===== config.mk =====
export PLATFORM = sky130hd
export DESIGN_NAME = cpu_frontend
export DESIGN_NICKNAME = d
export VERILOG_FILES = /design/src/source/isa_pkg.sv /design/src/source/frontend_pkg.sv /design/src/source/instr_mem.sv /design/src/source/branch_predictor.sv /design/src/source/pc_unit.sv /design/src/source/fetch_control.sv /design/src/source/if_id_pipe_reg.sv /design/src/source/cpu_frontend.sv
export SDC_FILE = /design/constraint.sdc
export NUM_CORES = 2
export LEC_CHECK = 0
export BUFFER_PORTS_ARGS = -buffer_cell sky130_fd_sc_hd__buf_2
export CELL_PAD_IN_SITES_DETAIL_PLACEMENT = 1
export CELL_PAD_IN_SITES_GLOBAL_PLACEMENT = 2
export CORE_AREA = 2 2 577 579
export CTS_CLUSTER_DIAMETER = 60
export CTS_CLUSTER_SIZE = 30
export DETAILED_ROUTE_END_ITERATION = 7
export DIE_AREA = 0 0 579 581
export PLACE_DENSITY = 0.78
export SKIP_CTS_REPAIR_TIMING = 1
export SKIP_LAST_GASP = 1
export SYNTH_ARGS = -nofsm -noshare
export SYNTH_HDL_FRONTEND = slang
export SYNTH_HIERARCHICAL = 1
export SYNTH_MEMORY_MAX_BITS = 65536
export SYNTH_SLANG_ARGS = --single-unit

===== constraint.sdc =====
create_clock -name clk -period 14.3 [get_ports clk]
set_clock_uncertainty 0.2 [all_clocks]
set_input_delay 2.86 -clock clk [delete_from_list [all_inputs] [get_ports clk]]
set_output_delay 2.86 -clock clk [all_outputs]
set_load 0.1 [all_outputs]

===== src/source/isa_pkg.sv =====
////////////////////////////////////////
// ISA definitions for the 16-bit CPU
// Word widths, opcodes and field access
////////////////////////////////////////
package isa_pkg;

  localparam int ADDR_W   = 16;  // Word address width
  localparam int INST_W   = 16;  // Instruction word width
  localparam int OPCODE_W = 4;   // Top field of every instruction
  localparam int BR_OFF_W = 8;   // Signed branch displacement

  typedef logic [ADDR_W-1:0]          addr_t;
  typedef logic [INST_W-1:0]          inst_t;
  typedef logic [OPCODE_W-1:0]        opcode_t;
  typedef logic signed [BR_OFF_W-1:0] br_offset_t;

  localparam opcode_t OP_NOP  = 4'h0;  // All-zero word does nothing
  localparam opcode_t OP_BR   = 4'hC;  // Conditional branch, PC + 1 + offset
  localparam opcode_t OP_HALT = 4'hF;  // Stops fetch

  // Opcode sits in the top bits
  function automatic opcode_t opcode_of(inst_t inst);
    return inst[INST_W-1 -: OPCODE_W];
  endfunction

  // Branch offset sits in the low bits
  function automatic br_offset_t br_offset_of(inst_t inst);
    return br_offset_t'(inst[BR_OFF_W-1:0]);
  endfunction

endpackage


===== src/source/frontend_pkg.sv =====
////////////////////////////////////////
// Front-end microarchitecture package
// Predictor and memory sizes, plus the
// structs passed between fetch blocks
////////////////////////////////////////
package frontend_pkg;

  localparam int PRED_DEPTH  = 16;   // Counter table entries
  localparam int PRED_IDX_W  = 4;    // Low PC bits index the table
  localparam int IMEM_DEPTH  = 256;  // Instruction memory words
  localparam int IMEM_ADDR_W = 8;

  typedef logic [1:0]             pred_t;       // MSB set = predict taken
  typedef logic [PRED_IDX_W-1:0]  pc_tag_t;
  typedef logic [IMEM_ADDR_W-1:0] imem_addr_t;

  localparam pred_t PRED_RESET = 2'b01;  // Weakly not taken
  localparam pred_t PRED_MAX   = 2'b11;  // Strongly taken
  localparam pred_t PRED_MIN   = 2'b00;  // Strongly not taken

  // What fetch produces each cycle
  typedef struct packed {
    isa_pkg::addr_t pc_curr;
    isa_pkg::addr_t pc_next;     // Fall-through address
    isa_pkg::inst_t inst;
    pred_t          prediction;
  } fetch_t;

  // What decode sees
  typedef struct packed {
    pc_tag_t        pc_tag;      // Low PC bits only
    isa_pkg::addr_t pc_next;
    isa_pkg::inst_t inst;
    pred_t          prediction;
  } if_id_t;

  // Branch outcome coming back from execute
  typedef struct packed {
    pc_tag_t        index;       // Predictor entry to train
    logic           taken;
    logic           mispredict;
    isa_pkg::addr_t target;      // Recovery PC
  } resolve_t;

  // Program load port
  typedef struct packed {
    imem_addr_t     addr;
    isa_pkg::inst_t data;
  } imem_wr_t;

  typedef enum logic {
    RUN,
    HALTED
  } fe_state_t;

endpackage


===== src/source/instr_mem.sv =====
////////////////////////////////////////
// 256-word instruction memory
// Async read and a sync load port
////////////////////////////////////////
`timescale 1ns/1ps

module instr_mem (
  input  logic                   clk,
  input  isa_pkg::addr_t         pc,    // Fetch address
  output isa_pkg::inst_t         inst,  // Word at pc
  input  logic                   we,    // Load strobe
  input  frontend_pkg::imem_wr_t wr     // Load address and data
);

  import isa_pkg::*;
  import frontend_pkg::*;

  inst_t      mem [IMEM_DEPTH];  // Program words from the load port
  imem_addr_t rd_addr;

  assign rd_addr = pc[IMEM_ADDR_W-1:0];  // Upper PC bits alias
  assign inst    = mem[rd_addr];

  // Each strobe loads one word that the read sees next cycle
  always_ff @(posedge clk) begin
    if (we) begin
      mem[wr.addr] <= wr.data;
    end
  end

  ////////////////////////////////////////
  // Checks
  ////////////////////////////////////////

  // A load with X address would corrupt an unknown word
  a_wr_addr_known: assert property (
    @(posedge clk) we |-> !$isunknown(wr.addr)
  ) else $error("instr_mem: write address has unknown bits");

endmodule


===== src/source/branch_predictor.sv =====
////////////////////////////////////////
// Branch predictor
// 16 x 2-bit saturating counters, read
// by fetch PC, trained on resolve
////////////////////////////////////////
`timescale 1ns/1ps

module branch_predictor (
  input  logic                   clk,
  input  logic                   rst,
  input  isa_pkg::addr_t         pc,          // Fetch address
  output frontend_pkg::pred_t    prediction,  // Counter for pc
  input  logic                   update,      // Resolve strobe
  input  frontend_pkg::resolve_t resolve      // Outcome from execute
);

  import isa_pkg::*;
  import frontend_pkg::*;

  pred_t   ctr [PRED_DEPTH];  // Counter table
  pc_tag_t rd_idx;

  // Lookup
  assign rd_idx     = pc[PRED_IDX_W-1:0];
  assign prediction = ctr[rd_idx];

  // Training, saturating at both ends
  always_ff @(posedge clk) begin
    if (rst) begin
      for (int i = 0; i < PRED_DEPTH; i++) begin
        ctr[i] <= PRED_RESET;
      end
    end else if (update) begin
      if (resolve.taken) begin
        if (ctr[resolve.index] != PRED_MAX) ctr[resolve.index] <= ctr[resolve.index] + 2'd1;
      end else begin
        if (ctr[resolve.index] != PRED_MIN) ctr[resolve.index] <= ctr[resolve.index] - 2'd1;
      end
    end
  end

  ////////////////////////////////////////
  // Checks
  ////////////////////////////////////////

  // Taken never lowers a counter, not-taken never raises it
  a_no_wrap: assert property (
    @(posedge clk) disable iff (rst)
    update |=> ($past(resolve.taken) ? ctr[$past(resolve.index)] >= $past(ctr[resolve.index])
                                     : ctr[$past(resolve.index)] <= $past(ctr[resolve.index]))
  ) else $error("branch_predictor: counter wrapped");

endmodule


===== src/source/pc_unit.sv =====
////////////////////////////////////////
// Program counter unit
// PC register, next-PC select and the
// static branch target adder
////////////////////////////////////////
`timescale 1ns/1ps

module pc_unit (
  input  logic                 clk,
  input  logic                 rst,
  input  logic                 pc_en,        // Advance or load the PC
  input  logic                 redirect,     // Take redirect_pc
  input  isa_pkg::addr_t       redirect_pc,  // Recovery target
  input  isa_pkg::inst_t       inst,         // Word fetched at pc
  input  frontend_pkg::pred_t  prediction,   // Counter fetched at pc
  output isa_pkg::addr_t       pc,
  output frontend_pkg::fetch_t fetch         // Bundle for IF/ID
);

  import isa_pkg::*;
  import frontend_pkg::*;

  addr_t pc_q;
  addr_t pc_plus1;    // Fall-through
  addr_t br_target;   // PC + 1 + sext(offset)
  addr_t pc_d;
  logic  pred_taken;  // Fetched branch predicted taken

  assign pc_plus1   = pc_q + addr_t'(1);
  assign br_target  = pc_plus1 + addr_t'(br_offset_of(inst));  // Sign extended by cast
  assign pred_taken = (opcode_of(inst) == OP_BR) && prediction[1];

  // Priority: redirect, then predicted target, then fall-through
  always_comb begin
    if (redirect)        pc_d = redirect_pc;
    else if (pred_taken) pc_d = br_target;
    else                 pc_d = pc_plus1;
  end

  always_ff @(posedge clk) begin
    if (rst) begin
      pc_q <= '0;  // Fetch starts at word 0
    end else if (pc_en) begin
      pc_q <= pc_d;
    end
  end

  assign pc = pc_q;

  // Fetch bundle
  assign fetch.pc_curr    = pc_q;
  assign fetch.pc_next    = pc_plus1;  // Decode needs fall-through for recovery
  assign fetch.inst       = inst;
  assign fetch.prediction = prediction;

endmodule


===== src/source/fetch_control.sv =====
////////////////////////////////////////
// Fetch control
// Run/halt FSM plus stall, flush and
// redirect decisions
////////////////////////////////////////
`timescale 1ns/1ps

module fetch_control (
  input  logic             clk,
  input  logic             rst,
  input  logic             stall,        // Decode hazard
  input  logic             mispredict,   // Qualified resolve mispredict
  input  isa_pkg::opcode_t opcode,       // Opcode of the fetched word
  output logic             pc_en,
  output logic             redirect,
  output logic             if_id_en,
  output logic             if_id_flush,
  output logic             halted
);

  import isa_pkg::*;
  import frontend_pkg::*;

  fe_state_t state, state_nxt;

  always_comb begin
    pc_en       = 1'b0;
    redirect    = 1'b0;
    if_id_en    = 1'b0;
    if_id_flush = 1'b0;
    state_nxt   = state;
    if (mispredict) begin     // Overrides stall and halt
      redirect    = 1'b1;
      pc_en       = 1'b1;
      if_id_flush = 1'b1;
      state_nxt   = RUN;
    end else if (!stall) begin  // Stall holds everything
      case (state)
        RUN: begin
          pc_en    = 1'b1;
          if_id_en = 1'b1;    // HALT word still enters IF/ID
          if (opcode == OP_HALT) state_nxt = HALTED;
        end
        HALTED:  if_id_flush = 1'b1;  // Feed no-ops
        default: state_nxt = RUN;
      endcase
    end
  end

  always_ff @(posedge clk) begin
    if (rst) state <= RUN;
    else     state <= state_nxt;
  end

  assign halted = (state == HALTED);

  // Recovery bubbles IF/ID and always leaves halt
  a_redirect_flush: assert property (
    @(posedge clk) disable iff (rst)
    redirect |-> (if_id_flush && !if_id_en) ##1 !halted
  ) else $error("fetch_control: redirect without flush or resume");

endmodule


===== src/source/if_id_pipe_reg.sv =====
////////////////////////////////////////
// IF/ID pipeline register
// Holds on stall, bubbles on flush
////////////////////////////////////////
`timescale 1ns/1ps

module if_id_pipe_reg (
  input  logic                 clk,
  input  logic                 rst,
  input  logic                 en,     // Load from fetch
  input  logic                 flush,  // Clear inst and prediction
  input  frontend_pkg::fetch_t fetch,
  output frontend_pkg::if_id_t if_id
);

  import isa_pkg::*;
  import frontend_pkg::*;

  if_id_t q;

  //////////////////////////////////////
  // Address fields, kept across flush
  //////////////////////////////////////
  always_ff @(posedge clk) begin
    if (rst) begin
      q.pc_tag  <= '0;
      q.pc_next <= '0;
    end else if (en) begin
      q.pc_tag  <= fetch.pc_curr[PRED_IDX_W-1:0];  // Predictor index only
      q.pc_next <= fetch.pc_next;
    end
  end

  //////////////////////////////////////
  // Payload, cleared to a no-op
  //////////////////////////////////////
  always_ff @(posedge clk) begin
    if (rst || flush) begin
      q.inst       <= {OP_NOP, {(INST_W-OPCODE_W){1'b0}}};
      q.prediction <= '0;
    end else if (en) begin
      q.inst       <= fetch.inst;
      q.prediction <= fetch.prediction;
    end
  end

  assign if_id = q;

endmodule


===== src/source/cpu_frontend.sv =====
////////////////////////////////////////
// CPU front end
// Fetch datapath, predictor and control
// feeding the IF/ID register
////////////////////////////////////////
`timescale 1ns/1ps

module cpu_frontend (
  input  logic                   clk,
  input  logic                   rst,
  input  logic                   imem_we,        // Program load strobe
  input  frontend_pkg::imem_wr_t imem_wr,
  input  logic                   stall,          // Hazard from decode
  input  logic                   resolve_valid,  // One-cycle strobe from execute
  input  frontend_pkg::resolve_t resolve,
  output frontend_pkg::if_id_t   if_id,
  output logic                   halted
);

  import isa_pkg::*;
  import frontend_pkg::*;

  addr_t  pc;
  inst_t  inst;
  pred_t  prediction;
  fetch_t fetch;
  logic   pc_en, redirect;
  logic   if_id_en, if_id_flush;

  instr_mem instr_mem_i (
    .clk  (clk),
    .pc   (pc),
    .inst (inst),
    .we   (imem_we),
    .wr   (imem_wr)
  );

  branch_predictor branch_predictor_i (
    .clk        (clk),
    .rst        (rst),
    .pc         (pc),
    .prediction (prediction),
    .update     (resolve_valid),
    .resolve    (resolve)
  );

  pc_unit pc_unit_i (
    .clk         (clk),
    .rst         (rst),
    .pc_en       (pc_en),
    .redirect    (redirect),
    .redirect_pc (resolve.target),
    .inst        (inst),
    .prediction  (prediction),
    .pc          (pc),
    .fetch       (fetch)
  );

  fetch_control fetch_control_i (
    .clk         (clk),
    .rst         (rst),
    .stall       (stall),
    .mispredict  (resolve_valid & resolve.mispredict),  // Only on the strobe
    .opcode      (opcode_of(inst)),
    .pc_en       (pc_en),
    .redirect    (redirect),
    .if_id_en    (if_id_en),
    .if_id_flush (if_id_flush),
    .halted      (halted)
  );

  if_id_pipe_reg if_id_pipe_reg_i (
    .clk   (clk),
    .rst   (rst),
    .en    (if_id_en),
    .flush (if_id_flush),
    .fetch (fetch),
    .if_id (if_id)
  );

endmodule


# Word level (Yosys, flattened, before mapping)
# Memories as Yosys holds them, arrays and structs flattened. A register that Yosys moved wholly into a read port is not among the register bits.
# Index checks and enable logic that the tools add are counted.
# classes
add_sub_neg	4
eq_ne	3
mux	34
n_bitwise	2
n_reduce_logical	5
# op_table
op	n
$mux W16	2
$mux W1	25
$add A16 B1 Y16 const B	1
$add A16 B16 Y16	1
$mux W8	2
$mux W4	3
$eq A4 B4 Y1 const B	2
$mux W2	2
$reduce_or A2 Y1	2
$add A2 B1 Y2 const B	1
$ne A2 B2 Y1 const B	1
$reduce_bool A2 Y1	1
$sub A2 B1 Y2 const B	1
$and A1 B1 Y1	1
$logic_and A1 B1 Y1	1
$logic_or A1 B1 Y1	1
$or A1 B1 Y1	1
# word_totals
register_bits	55
ram_bits	4128
in_bits	51
output_inout_bits	39
elab_cells	56
n_memories	2
# mem_list
memory	words	width	rd	rd_ports_with_merged_regs	wr	line_no	source
instr_mem_i.mem	256	16	1	1	1	instr_mem.sv:18	inst_t mem [IMEM_DEPTH];
branch_predictor_i.ctr	16	2	2	1	16	branch_predictor.sv:20	pred_t ctr [PRED_DEPTH];

# Longest topological paths before layout
# An unclocked memory read counts as a cell.
# logic_depth
depth_word	10
ltp_mapped	22
depth_no_buf	15

# By module
# The synthesis kept the hierarchy.
# modules_own_cells
module	n_inst	cells_each	area_per_inst_um2	seq_area_each_um2
instr_mem	1	7344	158394.4	122998.0
pc_unit	1	293	2203.4	320.3
branch_predictor	1	161	2164.6	960.9
if_id_pipe_reg	1	123	1378.8	760.7
fetch_control	1	10	88.8	20.0
cpu_frontend	1	1	6.3	0.0

# Least setup slack after synthesis
# OpenSTA, ideal clock, no wires.
# synth_timing
kind	register to register
startpoint	register pc_unit_i.pc_q[0], in the netlist pc_unit_i/pc[0]
endpoint	register pc_unit_i.pc_q[14], in the netlist pc_unit_i/pc[14]
setup_ns	0.132
t_arrival_ns	4.931
t_required_ns	13.968
slack_ns	9.037
path_stages_with_launch	22
path_buffers	8
period_less_slack_ns	5.263
path_cell_list	dfxtp_1 > buf_4 > buf_6 > buf_6 > buf_8 > buf_12 > buf_12 > buf_12 > mux2i_1 > o221ai_1 > a21oi_1 > o31ai_1 > o32ai_1 > nor4_1 > ha_1 > clkbuf_1 > a21o_1 > a31oi_1 > o21ai_0 > nor3_1 > mux2i_1 > o22ai_1
# synth_via
elab_chain_len	4
# synth_lines
element	line_no	source
from (decl)	pc_unit.sv:23	addr_t pc_q;
from (signal assigned)	pc_unit.sv:44	pc_q <= pc_d;
$add A16 B1 Y16 *	pc_unit.sv:29	assign pc_plus1 = pc_q + addr_t'(1);
$add A16 B16 Y16	pc_unit.sv:30	assign br_target = pc_plus1 + addr_t'(br_offset_of(inst));
$mux W16 *	pc_unit.sv:36	else if (pred_taken) pc_d = br_target;
$mux W16 *	pc_unit.sv:35	if (redirect) pc_d = redirect_pc;
# Every way passes the cells marked *; elsewhere a longest branch is shown, timed or not.
# A chain may end at the register's enable or synchronous reset.

# Worst setup path after layout
# Ends and elaborated chain as after synthesis.

==> Implementation_results.wiki <==
{| class="wikitable"
! Metric !! Value
|-
| FP Rows || 211
|-
| Post-detailed-routing wire length || 463000 microns
|-
| Most common cell after layout, fill and taps aside || sky130_fd_sc_hd__edfxtp_1
|-
| Placeable core region || about 0.33 sq mm
|-
| Worst reg2reg startpoint || pc_unit_i/pc[0]$_SDFFE_PP0P_
|-
| Detailed Place HPWL || 276000 microns
|-
| Footprint of the flip-flops and latches || about 0.13 sq mm
|-
| I/O Pins || 90
|-
| Initial core utilization || between 40 and 50%
|-
| Maximum Capacitance Violations || 0
|-
| Final layout net count || roughly 8300
|-
| Signed area change from the synthesized netlist to the final layout || 10.3%
|-
| Worst Reg2Reg Path Length in Cells || 16
|-
| Area occupied by multi-input gates || ~0.036 sq mm
|-
| Overall die area || approximately 0.34 sq mm
|-
| Endpoint arrival time on the critical path || approximately 8.3 ns
|-
| Proportion of layout cells with a drive suffix above 1 || between 20% and 30%
|-
| Final RePlAce weighted congestion || approximately 0.85
|-
| Total GRT Usage || 27.5%
|-
| Vias post-DR || around 84000
|-
| Critical-path maximum fanout || 47
|-
| Combined area of all synthesized cells || 0.164 sq mm
|-
| Critical Path Source || pc_unit_i/pc[0]$_SDFFE_PP0P_
|-
| Unrepaired setup endpoints after global routing || no
|-
| Max Clk Rate || between 100 and 150 MHz
|-
| Post-DRT Antenna Nets || 0
|-
| Floorplan die height || a little under 600 microns
|-
| Final design utilization || approximately 55%
|-
| Via density per instance || 6.53
|-
| Max transition margin || 10.3%
|-
| Total negative setup slack || 0 ns
|-
| Fin area || ~0.18 sq mm
|-
| Worst setup path endpoint || pc_unit_i/pc[14]$_SDFFE_PP0P_
|-
| Number of detailed-routing iterations run before antenna repair || 7
|-
| Clk_lat worst skew || around 0.97 ns
|-
| Post-route fraction of the period consumed by the critical path || between 50% and 60%
|-
| Number of antenna violations at the first check in global routing || 36
|-
| Class of the worst hold path || flop to flop
|-
| Maximum number of pins on one net before global-route repair || 153
|-
| Number of hold violations in the final report || 0
|-
| Worst-case register-to-register setup slack || 6.62 ns
|-
| Total count of max-transition violations in the final report || 0
|-
| H-Tree Level Count || 5
|-
| Root buffer cell || sky130_fd_sc_hd__clkbuf_16
|-
| Via count of the first global-routing pass || around 86000
|-
| Final setup viols || 0
|-
| Mean instance size in the synthesized netlist || slightly above 20 sq um
|-
| Synth Instances || around 7900
|-
| Status || complete, no violations
|-
| Leading cell types in the layout, fill and taps excluded || sky130_fd_sc_hd__edfxtp_1 (4128), sky130_fd_sc_hd__mux4_2 (813), sky130_fd_sc_hd__mux2i_1 (609)
|-
| Type of element launching the critical path || flop
|-
| Hold path depth || 2
|-
| Worst setup path category || flop to flop
|-
| Critical Path End Type || flop
|-
| Clock-pin slew reported for the worst setup and hold paths after clock tree synthesis || about 0.090 ns
|-
| Buffers from clock root to sink, at most || 4
|-
| Number of DRC markers in iteration 0 || roughly 11000
|-
| Num CTS Buffers || 296
|-
| Total power per unit cell area || roughly 140 mW/mm^2
|-
| Global-route wire length before repair || roughly 660000 microns
|-
| Synth warnings || 6
|-
| Net count after synthesis || 7996
|-
| Maximum vdd drop || 0.119 mV
|-
| Layout filler cell count || 28200
|-
| End of the worst register-to-register path || pc_unit_i/pc[14]$_SDFFE_PP0P_
|-
| Number of clock sinks || 4183
|-
| Total cell area at the placement stage || approximately 0.17 sq mm
|-
| Leakage || approximately 0.055 uW
|-
| Min Tclk post-route || 7.68 ns
|-
| Wire per inst || 36.2 microns
|-
| Slew at the pin closest to its max-slew limit || between 1 and 1.5 ns
|-
| Total of buffers placed on input and output ports || 89
|-
| Residual overflow from global routing || 0
|-
| Post-route DRC violation count || 0
|-
| Worst path required time || 14.89 ns
|-
| CTS tree || built
|-
| Die width || 579 microns
|}
-- critical path, stage by stage (launching register included) --
cell	delay, ns
sky130_fd_sc_hd__dfxtp_4	0.83
sky130_fd_sc_hd__buf_4	0.69
sky130_fd_sc_hd__buf_4	0.84
sky130_fd_sc_hd__mux4_2	0.64
sky130_fd_sc_hd__mux4_2	0.52
sky130_fd_sc_hd__a22o_1	0.47
sky130_fd_sc_hd__o32ai_1	0.89
sky130_fd_sc_hd__buf_4	0.24
sky130_fd_sc_hd__nor4_1	0.09
sky130_fd_sc_hd__ha_1	0.35
sky130_fd_sc_hd__inv_1	0.10
sky130_fd_sc_hd__nor2_1	0.07
sky130_fd_sc_hd__a31oi_1	0.48
sky130_fd_sc_hd__o21ai_0	0.28
sky130_fd_sc_hd__nor3_1	0.33
sky130_fd_sc_hd__mux2i_1	0.24
sky130_fd_sc_hd__o22ai_1	0.10
-- layer usage --
layer	global-route usage (%)	routed length, microns	vias up
li1	-	-	33800
met2	43.8	222000	4024
met4	9.75	18100	26
met1	38.7	183000	45100
met3	4.60	39800	722
met5	0	184	-
-- flip-flops by register name, indices dropped and copies added, names as in the netlist --
name                    count
fetch_control_i/halted      1
instr_mem_i/mem          4096
if_id_pipe_reg_i/if_id     38
pc_unit_i/pc               16
branch_predictor_i/ctr     32
-- area by class of cell --
type	count	share of cell area [%]
clock inverter	226	1.62
antenna	9	0.0124
multi-input combinational	3211	20.0
sequential	4183	69.1
inverter	18	0.0442
tap	4366	3.02
clock buffer	313	4.18
timing repair buffer	476	2.05
-- metrics by stage --
step | setup WS, ns | power [uW] | hold slack, ns | instances
floorplan | 9.04 | 15600 | 0.283 | 7924
global placement | 6.80 | 16500 | 0.268 | 12300
detailed placement | 6.74 | 16600 | 0.280 | 12300
CTS | 6.68 | 25700 | 0.300 | 12800
global route | 6.31 | 26200 | 0.319 | 12800
finish | 6.62 | 25500 | 0.297 | 12800
-- power by group --
group	internal, uW	switching (uW)
sequential	13500	47.6
combinational	1030	1780
clock	4390	4790
total	18900	6620
-- worst min path at each step --
stage	endpoint	from	slack, ns
after global routing	if_id_pipe_reg_i/if_id[19]$_SDFFE_PP0P_	if_id_pipe_reg_i/if_id[19]$_SDFFE_PP0P_	0.32
after global placement	if_id_pipe_reg_i/if_id[21]$_SDFFE_PP0P_	if_id_pipe_reg_i/if_id[21]$_SDFFE_PP0P_	0.27
after floorplan	pc_unit_i/pc[11]$_SDFFE_PP0P_	pc_unit_i/pc[11]$_SDFFE_PP0P_	0.28
after CTS	if_id_pipe_reg_i/if_id[19]$_SDFFE_PP0P_	if_id_pipe_reg_i/if_id[19]$_SDFFE_PP0P_	0.30
after detailed placement	if_id_pipe_reg_i/if_id[19]$_SDFFE_PP0P_	if_id_pipe_reg_i/if_id[19]$_SDFFE_PP0P_	0.28
final	if_id_pipe_reg_i/if_id[19]$_SDFFE_PP0P_	if_id_pipe_reg_i/if_id[19]$_SDFFE_PP0P_	0.30
Power figures use the tool's default switching activity.
